File: config.mk
export PLATFORM = sky130hd
export DESIGN_NAME = line_composer
export DESIGN_NICKNAME = d
export VERILOG_FILES = /design/src/common/sprite_pkg.sv /design/src/source/line_composer.sv
export SDC_FILE = /design/constraint.sdc
export NUM_CORES = 1
export LEC_CHECK = 0
export BUFFER_PORTS_ARGS = -buffer_cell sky130_fd_sc_hd__buf_2
export CORE_MARGIN = 10
export CORE_UTILIZATION = 47
export DETAILED_ROUTE_END_ITERATION = 12
export PLACE_DENSITY_LB_ADDON = 0.1
export REMOVE_ABC_BUFFERS = 1
export SLEW_MARGIN = 10
export SYNTH_ARGS = -nofsm -noshare
export SYNTH_HDL_FRONTEND = slang
export SYNTH_SLANG_ARGS = --single-unit
File: constraint.sdc
create_clock -name clk -period 2.15 [get_ports clk]
set_clock_uncertainty 0.05 [all_clocks]
set_input_delay 0.215 -clock clk [delete_from_list [all_inputs] [get_ports clk]]
set_output_delay 0.215 -clock clk [all_outputs]
set_load 0.01 [all_outputs]
File: src/common/sprite_pkg.sv
// Shared line geometry, pixel and sprite attribute definitions, imported by every sprite layer block
package sprite_pkg;

    ////////////////////////////////////////
    // Line geometry
    ////////////////////////////////////////

    localparam int line_width    = 640;
    localparam int line_idx_bits = 10;

    // Each buffer is split into banks on the low index bits
    localparam int bank_count = 4;
    localparam int bank_bits  = $clog2(bank_count);
    localparam int word_bits  = line_idx_bits - bank_bits;

    // One erase cycle clears the same word in every bank
    localparam int erase_words = line_width / bank_count;

    ////////////////////////////////////////
    // Sprite table
    ////////////////////////////////////////

    localparam int sprite_count    = 8;
    localparam int sprite_idx_bits = 3;

    // Zero is the transparent value
    typedef logic [15:0] pixel_t;

    // Horizontal run of a single colour
    typedef struct packed {
        logic                     enable;
        logic [line_idx_bits-1:0] x;
        logic [5:0]               width;    // zero draws nothing
        pixel_t                   color;
    } sprite_attr_t;

endpackage

File: src/source/line_composer.sv
// Streams the display buffer out as a valid/ready pixel stream, then triggers its erase
module line_composer
    import sprite_pkg::*;
(
    input  logic                     clk,
    input  logic                     rst,
    input  logic                     compose_start,
    output logic [line_idx_bits-1:0] composer_rd_idx,
    input  pixel_t                   composer_rd_data,
    output logic                     composer_erase_start,
    input  logic                     erase_busy,
    output pixel_t                   pixel_data,
    output logic                     pixel_valid,
    input  logic                     pixel_ready,
    output logic                     composer_busy
);

    logic                     reading;
    logic [line_idx_bits-1:0] rd_idx;
    logic                     rd_issue;
    logic                     rd_inflight;
    logic                     pop;
    logic [1:0]               q_count;
    logic [1:0]               q_level;
    logic                     q_wr_ptr;
    logic                     q_rd_ptr;
    pixel_t                   q_mem [2];

    assign pop = pixel_valid && pixel_ready;

    // Queue slots taken next cycle, counting the read in flight
    assign q_level  = q_count + 2'(rd_inflight) - 2'(pop);
    assign rd_issue = reading && (q_level < 2'd2);

    always_ff @(posedge clk or posedge rst) begin
        if (rst) begin
            reading              <= 1'b0;
            rd_idx               <= '0;
            rd_inflight          <= 1'b0;
            q_count              <= '0;
            q_wr_ptr             <= 1'b0;
            q_rd_ptr             <= 1'b0;
            composer_erase_start <= 1'b0;
        end else begin
            rd_inflight          <= rd_issue;
            composer_erase_start <= 1'b0;
            q_count              <= q_count + 2'(rd_inflight) - 2'(pop);
            if (rd_inflight) begin
                q_wr_ptr <= ~q_wr_ptr;
            end
            if (pop) begin
                q_rd_ptr <= ~q_rd_ptr;
            end

            if (compose_start) begin
                reading <= 1'b1;
                rd_idx  <= '0;
            end else if (rd_issue) begin
                // Last read out, buffer can be cleared behind it
                if (rd_idx == line_idx_bits'(line_width - 1)) begin
                    reading              <= 1'b0;
                    composer_erase_start <= 1'b1;
                end
                rd_idx <= rd_idx + 1'b1;
            end
        end
    end

    always_ff @(posedge clk) begin
        if (rd_inflight) begin
            q_mem[q_wr_ptr] <= composer_rd_data;
        end
    end

    assign composer_rd_idx = rd_idx;
    assign pixel_data      = q_mem[q_rd_ptr];
    assign pixel_valid     = (q_count != '0);

    // Held until the stream drains and the erase has finished
    assign composer_busy = compose_start || reading || rd_inflight || pixel_valid ||
                           composer_erase_start || erase_busy;

endmodule

==> impl_metrics.py <==
metrics = {
    "status": {
        "outcome": "finished with violations",
        "violations": "setup timing",
    },
    "timing": {
        "hold_ws_ns": 0.0469,
        "worst_pin_slew_ns": 0.646,
        "timing.final.crit_share_pct": 103,
        "relSlewSlack_pct": 56.9,
        "finalSetupTns_ns": -0.261,
        "fmax_mhz": 452,
        "hold_viol": 0,
        "setup_slack_ns": -0.0644,
        "rsz0062_at_grt": "yes",
        "min_period_ns": 2.21,
        "setup_viol": 7,
        "drv_slew": 0,
    },
    "pwr": {
        "p_leak_uw": 0.00108,
        "power.density_nw_per_um2": 1360,
        "ir_worst_vdd_mv": 0.733,
        "power_uw": 3470,
    },
    "floorplan": {
        "dieArea_um2": 7210,
        "die_h_um": 84.9,
        "start_util_pct": 49.1,
        "pin_count": 50,
        "core.rowCount": 23,
        "die_width_um": 84.9,
        "core_um2": 4030,
    },
    "job": {
        "cap_violations": 0,
    },
    "synth": {
        "yosysTopAreaCellShare_pct": 48.5,
        "syn_area_um2": 1980,
        "seq_area_frac_synth_pct": 70.0,
        "avgSynthCellArea_um2": 15.5,
        "yosysWarnings": 0,
        "yosysUniqueCellTypes": 27,
        "yosys-top-cells-area": "edfxtp_1 49%, dfrtp_1 21%, mux2_2 9.1%",
        "synth_seq_cells": 49,
        "synth_flop_cell": "edfxtp_1",
        "synthArstFlopShare_pct": 34.7,
        "syn_inst": 128,
        "synth_top_area_cell": "edfxtp_1",
        "synth-edff-count": 32,
    },
    "detailed_routing": {
        "postRouteAntennaNets": 0,
        "avgViaCountPerCell": 5.03,
        "wl_um": 4010,
        "via_count": 1232,
        "dr.pass1.iters": 4,
        "drt-initial-drc-count": 71,
        "drc_errors": 0,
        "wl_per_cell_um": 16.4,
    },
    "clock_network": {
        "cts_tree": "done",
        "cts.path.max_buffers": 2,
        "clk_latency_ns": 0.30,
        "cts-root-buf": "clkbuf_8",
        "cts_max_level": 2,
        "numClockSinks": 49,
        "path_clk_slew_ns": 0.09,
        "cts_buffers": 5,
    },
    "placement": {
        "pre_cts_ws_ns": -0.226,
        "port_buffers": 49,
        "gp_congestion": 0.827,
        "place_hpwl_um": 2970,
    },
    "worst_setup_path": {
        "crit_slowest_cell": "dfrtp_1",
        "crit_start": "q_count[1]",
        "critical_path.endpoint": "composer_rd_idx[5]",
        "critPathKind": "register to register",
        "r2r-end": "composer_rd_idx[5]",
        "path_buf_inv": 1,
        "max_stage_delay_ns": 0.40,
        "start_kind": "register",
        "rrSetupSlack_ns": -0.06,
        "r2r_start": "q_count[1]",
        "critPathMostFrequentCell": "ha_4",
        "rr_worst_depth": 9,
        "crit_required_ns": 2.33,
        "cp_top_family": "simple AND/OR/NAND/NOR gates",
        "crit_arrival_ns": 2.40,
        "crit_cells": 9,
        "crit_path_max_fanout": 6,
        "worstSetupEndpointType": "register",
        "worstPathCellList": "or2_4 -> and2_4 -> ha_4 -> inv_2 -> ha_4 -> xnor3_2 -> nand3_4 -> or3_4 -> a21oi_2",
    },
    "finish": {
        "seqCellArea_um2": 1390,
        "area.growth.synth_to_final_pct": 28.5,
        "nets": 218,
        "nFillCells": 341,
        "drive_above_1_share_pct": 50.3,
        "n_antenna_cell": 0,
        "multiInputGateArea_um2": 601,
    },
    "global_routing": {
        "grt_pass1_vias": 1391,
        "grt-ovfl-total": 0,
        "grt_use_total_pct": 11.7,
        "antenna_found_initial": 0,
        "grt_max_degree": 18,
        "grt_pass1_wl_um": 6670,
    },
    "hold_path": {
        "hold_path.class": "input pin to register",
    },
}
layer usage:
metal	part of all wire, %	global-route usage (%)	vias up	routed length [µm]
met2	54	21.3	28	2160
met5	0	0	-	0
met3	5.5	4.78	6	221
li1	-	-	597	-
met4	1.7	4.49	0	67
met1	39	11.6	601	1560
placed cells by master (no fill, tap or decap), types with 3 or more instances in the layout:
master / instances
nand3_1: 4
a21oi_1: 3
buf_4: 10
inv_1: 4
xor2_1: 7
edfxtp_1: 32
nand4_1: 4
buf_6: 3
buf_2: 49
and3_1: 3
nor2_1: 7
mux2_2: 16
clkbuf_8: 5
dfrtp_1: 16
or3_1: 3
state kept, by name, summed over array words and instances, names as in the netlist:
register,flops
rd_inflight,1
composer_erase_start,1
q_rd_ptr,1
reading,1
composer_rd_idx,10
q_mem,32
q_wr_ptr,1
q_count,2
power breakdown:
part           internal [µW]  switching (µW)  total [µW]
clock                    342             295         637
sequential              1320             116        1440
combinational            723             670        1390
total                   2390            1080        3470
cell usage after synthesis, types with 4 or more instances:
| cell | instances |
|---|---|
| edfxtp_1 | 32 |
| dfrtp_1 | 17 |
| mux2_2 | 16 |
| nor2_1 | 7 |
| xor2_1 | 7 |
| inv_1 | 5 |
| a21oi_1 | 4 |
| nand3_1 | 4 |
| nand4_1 | 4 |
| or3_1 | 4 |
worst min path at each step:
| stage | startpoint | to | slack (ns) | depth (start not counted) |
|---|---|---|---|---|
| detailed placement | rst | composer_rd_idx[1] | 0.29 | 2 |
| global placement | rst | composer_rd_idx[0] | 0.28 | 2 |
| global route | composer_rd_data[12] | q_mem[0][12] | 0.03 | 1 |
| CTS | composer_rd_data[15] | q_mem[1][15] | 0.04 | 1 |
| finish | composer_rd_data[15] | q_mem[1][15] | 0.05 | 1 |
| floorplan | rst | composer_erase_start | 0.09 | 1 |
cells by family after synthesis:
logic type	after synthesis	share of synthesized area (%)
adders and majority gates	3	1.90
buffers and inverters	9	1.96
DFF	49	70.0
muxes	16	9.10
and+or+nand+nor	34	10.1
AOI/OAI and AO/OA	8	2.15
xor gates and xnor gates	9	4.74
what timing repair did:
action	CTS	global route
gates resized for setup	8	8
endpoints found under the hold margin	17	0
buffers inserted	2	1
hold buffers	1	0
setup endpoints to repair	12	13
pin swaps	14	5
metrics by stage:
step                cell area, µm²  instances  util, %
floorplan                     1960        124        -
global placement              2340        233     58.1
detailed placement            2340        233     58.1
CTS                           2510        244     62.3
global route                  2540        245     63.1
finish                        2540        245     63.1
layout make-up:
class / instances / share of cell area [%]
Sequential cell: 49 / 54.5
Clock buffer: 5 / 2.71
Clock inverter: 3 / 1.62
Timing Repair Buffer: 63 / 14.3
Tap cell: 50 / 2.46
Multi-Input combinational cell: 70 / 23.6
Inverter: 5 / 0.738
No activity file was read; power rests on OpenSTA's default activity.
