[src/common/sprite_pkg.sv]
// Shared line geometry, pixel and sprite attribute definitions, imported by every sprite layer block
package sprite_pkg;

    ////////////////////////////////////////
    // Line geometry
    ////////////////////////////////////////

    localparam int line_width    = 640;
    localparam int line_idx_bits = 10;

    // Each buffer is split into banks on the low index bits
    localparam int bank_count = 4;
    localparam int bank_bits  = $clog2(bank_count);
    localparam int word_bits  = line_idx_bits - bank_bits;

    // One erase cycle clears the same word in every bank
    localparam int erase_words = line_width / bank_count;

    ////////////////////////////////////////
    // Sprite table
    ////////////////////////////////////////

    localparam int sprite_count    = 8;
    localparam int sprite_idx_bits = 3;

    // Zero is the transparent value
    typedef logic [15:0] pixel_t;

    // Horizontal run of a single colour
    typedef struct packed {
        logic                     enable;
        logic [line_idx_bits-1:0] x;
        logic [5:0]               width;    // zero draws nothing
        pixel_t                   color;
    } sprite_attr_t;

endpackage

[src/source/dpram.sv]
// Single-clock simple dual-port RAM with registered read, shared by line buffer banks and sprite table
module dpram #(
    parameter int  addr_width = 8,
    parameter type data_t     = logic [15:0]
) (
    input  logic                  clk,
    input  logic [addr_width-1:0] wr_addr,
    input  data_t                 wr_data,
    input  logic                  wr_en,
    input  logic [addr_width-1:0] rd_addr,
    output data_t                 rd_data
);

    data_t mem [2**addr_width];

    // Block RAM powers up cleared
    initial begin
        for (int i = 0; i < 2**addr_width; i++) begin
            mem[i] = '0;
        end
    end

    always @(posedge clk) begin
        if (wr_en) begin
            mem[wr_addr] <= wr_data;
        end
    end

    // Read of the old word when the same address is written
    always_ff @(posedge clk) begin
        rd_data <= mem[rd_addr];
    end

endmodule

[src/sprite_renderer/sprite_renderer.sv]
// Sprite table and drawing engine; paints enabled sprites into the render buffer on render_start
module sprite_renderer
    import sprite_pkg::*;
(
    input  logic                       clk,
    input  logic                       rst,
    input  logic                       sprite_wr_en,
    input  logic [sprite_idx_bits-1:0] sprite_wr_idx,
    input  sprite_attr_t               sprite_wr_attr,
    input  logic                       render_start,
    output logic                       renderer_busy,
    output logic [line_idx_bits-1:0]   renderer_rd_idx,
    input  pixel_t                     renderer_rd_data,
    output logic [line_idx_bits-1:0]   renderer_wr_idx,
    output pixel_t                     renderer_wr_data,
    output logic                       renderer_wr_en
);

    typedef enum logic [1:0] {
        st_idle,
        st_setup,
        st_draw
    } state_t;

    state_t                     state;
    logic [sprite_idx_bits-1:0] spr_idx;
    logic [sprite_idx_bits-1:0] table_rd_addr;
    sprite_attr_t               attr;
    logic                       last_sprite;
    logic                       last_sprite_q;
    logic                       attr_empty;
    logic [line_idx_bits:0]     span_end;
    logic [line_idx_bits-1:0]   span_last;
    logic [line_idx_bits-1:0]   cur_idx;
    logic [line_idx_bits-1:0]   end_idx;
    logic                       wr_pending;
    logic [line_idx_bits-1:0]   wr_idx_q;
    pixel_t                     color_q;

    dpram #(
        .addr_width (sprite_idx_bits),
        .data_t     (sprite_attr_t)
    ) u_sprite_table (
        .clk     (clk),
        .wr_addr (sprite_wr_idx),
        .wr_data (sprite_wr_attr),
        .wr_en   (sprite_wr_en),
        .rd_addr (table_rd_addr),
        .rd_data (attr)
    );

    // Fetch the next entry during setup so it is ready when this sprite ends
    assign table_rd_addr = (state == st_setup) ? spr_idx + 1'b1 : spr_idx;
    assign last_sprite   = (spr_idx == sprite_idx_bits'(sprite_count - 1));

    ////////////////////////////////////////
    // Run limits with clipping at 639
    ////////////////////////////////////////

    assign attr_empty = !attr.enable || (attr.width == '0) ||
                        (attr.x >= line_idx_bits'(line_width));
    assign span_end   = (line_idx_bits + 1)'(attr.x) + (line_idx_bits + 1)'(attr.width) - 1'b1;
    assign span_last  = (span_end >= (line_idx_bits + 1)'(line_width)) ?
                        line_idx_bits'(line_width - 1) : span_end[line_idx_bits-1:0];

    always_ff @(posedge clk or posedge rst) begin
        if (rst) begin
            state         <= st_idle;
            spr_idx       <= '0;
            last_sprite_q <= 1'b0;
            cur_idx       <= '0;
            end_idx       <= '0;
            wr_pending    <= 1'b0;
        end else begin
            wr_pending <= (state == st_draw);
            case (state)
                st_idle: begin
                    if (render_start) begin
                        state <= st_setup;
                    end
                end
                // Also the gap cycle where the previous sprite's last write lands
                st_setup: begin
                    spr_idx       <= spr_idx + 1'b1;
                    last_sprite_q <= last_sprite;
                    cur_idx       <= attr.x;
                    end_idx       <= span_last;
                    if (!attr_empty) begin
                        state <= st_draw;
                    end else if (last_sprite) begin
                        state <= st_idle;
                    end
                end
                st_draw: begin
                    if (cur_idx == end_idx) begin
                        state <= last_sprite_q ? st_idle : st_setup;
                    end else begin
                        cur_idx <= cur_idx + 1'b1;
                    end
                end
                default: state <= st_idle;
            endcase
        end
    end

    always_ff @(posedge clk) begin
        if (state == st_setup) begin
            color_q <= attr.color;
        end
        wr_idx_q <= cur_idx;
    end

    assign renderer_rd_idx  = cur_idx;
    assign renderer_wr_idx  = wr_idx_q;
    assign renderer_wr_data = color_q;

    // Lower numbered sprites win, so paint only transparent pixels
    assign renderer_wr_en = wr_pending && (renderer_rd_data == '0);
    assign renderer_busy  = render_start || (state != st_idle) || wr_pending;

endmodule

[config.mk]
export PLATFORM = sky130hd
export DESIGN_NAME = sprite_renderer
export DESIGN_NICKNAME = d
export VERILOG_FILES = /design/src/common/sprite_pkg.sv /design/src/source/dpram.sv /design/src/sprite_renderer/sprite_renderer.sv
export SDC_FILE = /design/constraint.sdc
export NUM_CORES = 1
export LEC_CHECK = 0
export CAP_MARGIN = 25
export CORE_MARGIN = 2
export CORE_UTILIZATION = 45
export DETAILED_ROUTE_END_ITERATION = 10
export DONT_BUFFER_PORTS = 1
export GPL_TIMING_DRIVEN = 0
export HOLD_SLACK_MARGIN = 0.03
export PLACE_DENSITY = 0.66
export SETUP_SLACK_MARGIN = 0.1
export SYNTH_ARGS = -nofsm -noshare
export SYNTH_HDL_FRONTEND = slang
export SYNTH_SLANG_ARGS = --single-unit
[constraint.sdc]
create_clock -name clk -period 2.7 [get_ports clk]
set_input_delay 0 -clock clk [delete_from_list [all_inputs] [get_ports clk]]
set_output_delay 0 -clock clk [all_outputs]
set_load 0.02 [all_outputs]
==> flow_summary.json, run 1 <==
{
  "yosysMostFrequentCell": "edfxtp_1",
  "cp.required_ns": 3.10,
  "ioPinCount": 94,
  "rsz0062_at_grt": "yes",
  "grt_use_met1_pct": 22.64,
  "grtUsageMet2_pct": 30.00,
  "fin_hold_ws_ns": 0.08605,
  "hpwl_um": 16230,
  "worst_slew_pin_slew_ns": 0.8805,
  "dp_slack_ns": -0.2192,
  "grt_pass1_vias": 7177,
  "drive_gt1_share_pct": 20.85,
  "track_usage_pct": 17.40,
  "drtPass1Iterations": 5,
  "wl_per_cell_um": 20.67,
  "nNetsFinal": 922,
  "crit_type": "reg -> reg",
  "fin_skew_ns": 0.02748,
  "start_util_pct": 45.36,
  "syn_inst": 750,
  "use_met3_pct": 3.273,
  "p_int_w": 0.01304,
  "synth_top_area_cell": "edfxtp_1",
  "ys_warn_count": 0,
  "synth_cell_type_count": 49,
  "layout.cells.non_filler": 1264,
  "ys.flop_type": "edfxtp_1",
  "grt_pass1_wl_um": 40730,
  "htree_levels": 2,
  "dp_cells": 1151,
  "synth_area_leaders": "edfxtp_1 (63%), mux4_2 (11%), dfxtp_1 (6.5%)",
  "port_buffers": 0,
  "drt-initial-drc-count": 564,
  "fmax_ghz": 0.4027,
  "worstPathMaxFanout": 8,
  "worst_slack_ns": 0.2166,
  "die_y_um": 176.1,
  "via_per_inst": 5.366,
  "grt-ovfl-total": 0,
  "ys_seq_area_share_pct": 74.57,
  "maxSlewViolCount": 0,
  "crit_slowest_cell": "dfxtp_2",
  "relSlewSlack_pct": 40.76,
  "ant_nets": 0,
  "seqPwrFrac_pct": 37.9,
  "core_mm2": 0.02940,
  "power.density_mw_per_mm2": 1263,
  "setup_viol": 0,
  "ys_ff_latch": 350,
  "power_leakage_nw": 5.501,
  "critPathMaxStageDelay_ns": 0.36,
  "fin_crit_sh_pct": 91.98,
  "arrival_ns": 2.88,
  "die_w_um": 176.1,
  "cts_buffer_depth": 3,
  "placed_area_mm2": 0.01414,
  "crit_chain": "inv_1, ha_1, inv_1, ha_1, a211oi_2, o21bai_2, a221oi_2, xnor2_2, nor2_2, buf_4, a32o_1",
  "async_reset_ff_share_pct": 7.714,
  "cts_root_buf": "clkbuf_16",
  "cts_buffers": 37,
  "synth_edf_count": 280,
  "synth_top_area_share_pct": 63.05,
  "area.growth.synth_to_final_pct": 18.40,
  "grt_max_degree": 26,
  "place_congestion": 0.7670,
  "post-route-util_pct": 53.70,
  "worstSkewPairLatency_ns": 0.54,
  "hold_path_class": "in -> out",
  "netSwitchingFraction_pct": 34.65,
  "grt_antenna_before_repair": 1,
  "dieArea_mm2": 0.03103,
  "syn_area_per_cell_um2": 17.78,
  "tritoncts": "done",
  "min_period_ns": 2.483,
  "cts.sinks": 350,
  "wirelength_um": 26120,
  "clock_power_share_pct": 23.5,
  "vias": 6783,
  "status": "completed",
  "synth_common_cells": "edfxtp_1 (280), nand2_1 (110), mux4_2 (66)",
  "startpoint_type": "flip-flop",
  "p_comb_share_pct": 38.6,
  "hold_viol": 0,
  "final_area_mm2": 0.01579,
  "peakVddDrop_uv": 893.7,
  "clk_pin_slew_ns": 0.06,
  "netlist_area_mm2": 0.01334,
  "p_switching_w": 0.006912,
  "maxCapViolations": 0,
  "row_count": 63,
  "crit_path_end_kind": "flip-flop",
  "drc": 0,
  "synth_nets": 828,
  "grt_busiest_layer": "met2"
}
## worst max-delay path: cells and delay by family (launching register included)
kind / cells / cell delay [ns]
adder cells (fa/ha/maj): 2 / 0.59
flip-flops: 1 / 0.36
XOR/XNOR: 1 / 0.16
buffers and inverters: 3 / 0.28
AND/OR/NAND/NOR: 1 / 0.04
AO/OA/AOI/OAI: 4 / 0.92
## what timing repair did
| item | in CTS | in global routing |
|---|---|---|
| hold endpoints to repair | 405 | 0 |
| pin swaps | 3 | 9 |
| resized for setup | 11 | 14 |
| hold buffers | 40 | 0 |
| setup buffers | 3 | 1 |
| gates cloned | 0 | 0 |
| endpoints found under the setup margin | 27 | 16 |
## layout make-up
| cell class | count | area [um^2] |
|---|---|---|
| timing repair buffer | 55 | 670.6 |
| multi-input combinational | 342 | 3266 |
| sequential | 350 | 9952 |
| buffer | 27 | 160.2 |
| tap | 390 | 488.0 |
| clock inverter | 16 | 113.9 |
| clock buffer | 52 | 1013 |
| fill | 2311 | 13610 |
| antenna | 1 | 2.502 |
| inverter | 31 | 122.6 |
## power by group through the flow
stage | sequential [W] | combinational (W) | clock (W)
floorplan | 0.00747 | 0.00560 | 0
global placement | 0.00764 | 0.00715 | 0
detailed placement | 0.00765 | 0.00725 | 0
CTS | 0.00754 | 0.00769 | 0.00478
global route | 0.00765 | 0.00856 | 0.00500
finish | 0.00755 | 0.00770 | 0.00470
## cell usage in the layout, fill, tap and decap left out, types with 4 or more instances in the layout
cell,netlist,final
edfxtp_1,280,280
ha_1,21,19
nand2b_1,7,7
xnor2_1,17,16
mux4_2,66,66
clkinv_4,1,4
a21oi_1,14,14
nor4_1,6,6
inv_1,29,27
nor2_1,24,17
a21o_1,6,6
dfxtp_2,0,6
dfxtp_1,43,37
o21ai_0,8,7
buf_6,4,4
nand2_1,110,110
clkbuf_16,0,38
buf_2,5,5
nand3_1,6,6
dfrtp_1,27,27
nand4_1,8,8
buf_4,5,9
nor3_1,6,4
clkinv_2,0,9
a31oi_1,5,5
buf_12,0,5
buf_16,0,4
dlygate4sd3_1,0,40
clkbuf_1,13,23
nor2_4,0,6
## metal layers
metal | wire length [um] | part of all wire (%)
met4 | 590 | 2.3
met2 | 13140 | 50
met1 | 10840 | 42
met3 | 1548 | 5.9
met5 | 0 | 0
## worst paths after layout
check	startpoint	endpoint	slack, ns	depth (start not counted)
setup / recovery	u_sprite_table.rd_data[18]	end_idx[8]	0.22	11
hold / removal	renderer_rd_data[14]	renderer_wr_en	0.09	1
setup reg to reg	u_sprite_table.rd_data[18]	end_idx[8]	0.22	11
hold reg to reg	u_sprite_table.rd_data[0]	renderer_wr_data[0]	0.40	0
max in group asynchronous	rst	renderer_rd_idx[8]	1.24	4
min in group asynchronous	rst	end_idx[2]	0.54	4
## stage by stage
stage	power, W	TNS, ns
2_1_floorplan	0.01307	0
3_3_place_gp	0.01478	-168.16
3_5_place_dp	0.01490	-1.794
4_1_cts	0.02002	0
5_1_grt	0.02121	0
6_report	0.01995	0
## registers in the layout, summed over array words and instances (netlist names)
| signal | flops |
|---|---|
| renderer_rd_idx | 10 |
| u_sprite_table.mem | 264 |
| state | 2 |
| spr_idx | 3 |
| renderer_wr_data | 16 |
| end_idx | 10 |
| last_sprite_q | 1 |
| renderer_wr_idx | 10 |
| u_sprite_table.rd_data | 33 |
| wr_pending | 1 |
## cell families after synthesis
group | Yosys count | synth area share [%]
buffers and inverters | 58 | 2.083
XOR/XNOR | 20 | 1.370
flip-flops | 350 | 74.57
AND/OR/NAND/NOR | 176 | 5.677
multiplexers | 71 | 11.53
adder cells (fa/ha/maj) | 22 | 2.120
AO/OA/AOI/OAI | 53 | 2.646
Note: power is estimated with default switching activity, not from simulation.
==> inputs of run 2 (changes only) <==
--- a/config.mk
+++ b/config.mk
@@ -12,6 +12,7 @@
 export DONT_BUFFER_PORTS = 1
 export GPL_TIMING_DRIVEN = 0
 export HOLD_SLACK_MARGIN = 0.03
+export MAX_ROUTING_LAYER = met4
 export PLACE_DENSITY = 0.66
 export SETUP_SLACK_MARGIN = 0.1
 export SYNTH_ARGS = -nofsm -noshare
==> run 2 against run 1 <==
Sequential share of layout area hardly changed. Count of clock-buffer cells in the layout is the same. Final cell count did not move. Via count fell by 0.12%. First-iteration DRC count grew 5.9%. Sequential power is essentially flat. Total power about the same. Fmax rose by 0.27%. Utilization barely moved. Worst setup slack better by 0.0066 ns. Critical path depth is the same. Critical path type unchanged.
==> flow_summary.json, run 2 (synthesis gave the netlist of run 1 again) <==
{
  "ant_nets": 0,
  "drc": 0,
  "core_mm2": 0.02940,
  "maxSlewViolCount": 0,
  "htree_levels": 2,
  "fin_hold_ws_ns": 0.08605,
  "row_count": 63,
  "crit_path_start": "u_sprite_table.rd_data[23]",
  "arrival_ns": 2.88,
  "via_per_inst": 5.360,
  "crit_slowest_cell": "fa_2",
  "ioPinCount": 94,
  "min_to": "renderer_wr_en",
  "r2r_cells": 11,
  "seqPwrFrac_pct": 37.9,
  "worstSkewPairLatency_ns": 0.53,
  "p_switching_w": 0.006911,
  "worstPathMaxFanout": 3,
  "hold_depth": 1,
  "worst_slew_pin_slew_ns": 0.8805,
  "final_common_cell": "edfxtp_1",
  "fillers": 2311,
  "top_register": "u_sprite_table.mem",
  "power.density_mw_per_mm2": 1263,
  "nNetsFinal": 922,
  "grt_max_degree": 26,
  "rrSetupSlack_ns": 0.22,
  "fin_crit_sh_pct": 91.74,
  "hold_viol": 0,
  "grt_pass1_vias": 7180,
  "hp-start": "renderer_rd_data[14]",
  "min_period_ns": 2.477,
  "cts_buffers": 37,
  "die_w_um": 176.1,
  "port_buffers": 0,
  "p_comb_share_pct": 38.6,
  "drt-initial-drc-count": 597,
  "grt_pass1_wl_um": 40710,
  "hold_path_class": "in -> out",
  "crit_path_end_kind": "flip-flop",
  "cts_root_buf": "clkbuf_16",
  "area.growth.synth_to_final_pct": 18.41,
  "drtPass1Iterations": 5,
  "rr_startpoint": "u_sprite_table.rd_data[23]",
  "clock_power_share_pct": 23.5,
  "die_y_um": 176.1,
  "start_util_pct": 45.36,
  "grt_antenna_before_repair": 1,
  "multiInputGateArea_mm2": 0.003266,
  "netSwitchingFraction_pct": 34.64,
  "p_int_w": 0.01304,
  "wirelength_um": 26160,
  "cts_buffer_depth": 3,
  "setup_viol": 0,
  "relSlewSlack_pct": 40.76,
  "fin_skew_ns": 0.02297,
  "r2r-end": "end_idx[8]",
  "cp.required_ns": 3.10,
  "regArea_mm2": 0.009953,
  "grt-ovfl-total": 0,
  "dieArea_mm2": 0.03103,
  "post-route-util_pct": 53.70,
  "clk_pin_slew_ns": 0.06,
  "status": "completed",
  "crit_type": "reg -> reg",
  "startpoint_type": "flip-flop",
  "final_cell_mix": "edfxtp_1 (280), nand2_1 (110), mux4_2 (66), dlygate4sd3_1 (40), clkbuf_16 (38)",
  "crit_chain": "inv_2, ha_1, inv_1, ha_4, fa_2, a21o_1, a221oi_2, o21ai_1, xnor2_1, buf_4, a32o_1",
  "critPathMaxStageDelay_ns": 0.37,
  "power_leakage_nw": 5.501,
  "track_usage_pct": 17.94,
  "peakVddDrop_uv": 895.8,
  "drive_gt1_share_pct": 20.96,
  "cts.sinks": 350,
  "vias": 6775,
  "maxCapViolations": 0,
  "finalSetupTns_ns": 0,
  "place_congestion": 0.7773,
  "tritoncts": "done",
  "largest_register_ffs": 264,
  "wl_per_cell_um": 20.70,
  "hpwl_um": 16230,
  "rsz0062_at_grt": "no",
  "fmax_ghz": 0.4037
}
-- run 2: cell counts in the layout (fill, tap and decap cells not counted) --
No cell type changed its count.
-- run 2: stage by stage --
| stage | total power (W) | cells | area (um^2) | setup slack [ns] |
|---|---|---|---|---|
| after floorplan | 0.01307 | 750 | 13350 | 0.1002 |
| after global placement | 0.01478 | 1140 | 13840 | -0.8562 |
| after detailed placement | 0.01490 | 1151 | 14140 | -0.2192 |
| after CTS | 0.02002 | 1262 | 15720 | 0.09987 |
| after global routing | 0.02121 | 1264 | 15790 | 0.09625 |
| final | 0.01995 | 1264 | 15790 | 0.2231 |
-- run 2: area by class of cell --
| type | count | share of cell area (%) |
|---|---|---|
| clock inverter | 16 | 0.7211 |
| inverter | 31 | 0.7765 |
| buffer | 27 | 1.014 |
| clock buffer | 52 | 6.418 |
| sequential | 350 | 63.04 |
| antenna | 1 | 0.01585 |
| tap | 390 | 3.090 |
| timing repair buffer | 55 | 4.247 |
| multi-input combinational | 342 | 20.68 |
-- run 2: timing repair --
action	4_1_cts	5_1_grt
hold endpoints to repair	405	0
hold buffers	40	0
gates resized for setup	11	15
setup endpoints to repair	27	16
gates cloned	0	0
buffers inserted	3	1
pin swaps	3	8
-- run 2: worst max-delay path by stage --
stage,cells past startpoint,endpoint
final,11,end_idx[8]
after global routing,11,end_idx[7]
after CTS,11,end_idx[0]
after detailed placement,11,end_idx[0]
after global placement,2,u_sprite_table.mem[1][31]
after floorplan,11,end_idx[0]
-- run 2: layer usage --
| metal | track usage, % | share of wire, % | vias up |
|---|---|---|---|
| li1 | - | - | 3084 |
| met1 | 22.70 | 42 | 3455 |
| met2 | 29.98 | 50 | 184 |
| met3 | 3.230 | 5.0 | 52 |
| met4 | 5.062 | 2.3 | 0 |
| met5 | - | 0 | - |
-- run 2: worst max-delay path: cells and delay by family (launching register included) --
kind                       cells  cell delay (ns)
buffers and inverters          3             0.26
DFF                            1             0.33
adders and majority gates      3             0.81
xor gates and xnor gates       1             0.15
AOI/OAI and AO/OA              4             0.81
-- run 2: power by group through the flow --
stage	clock [W]	sequential (W)	combinational (W)
floorplan	0	0.00747	0.00560
global placement	0	0.00764	0.00715
detailed placement	0	0.00765	0.00725
CTS	0.00478	0.00754	0.00769
global route	0.00500	0.00765	0.00856
finish	0.00470	0.00755	0.00770
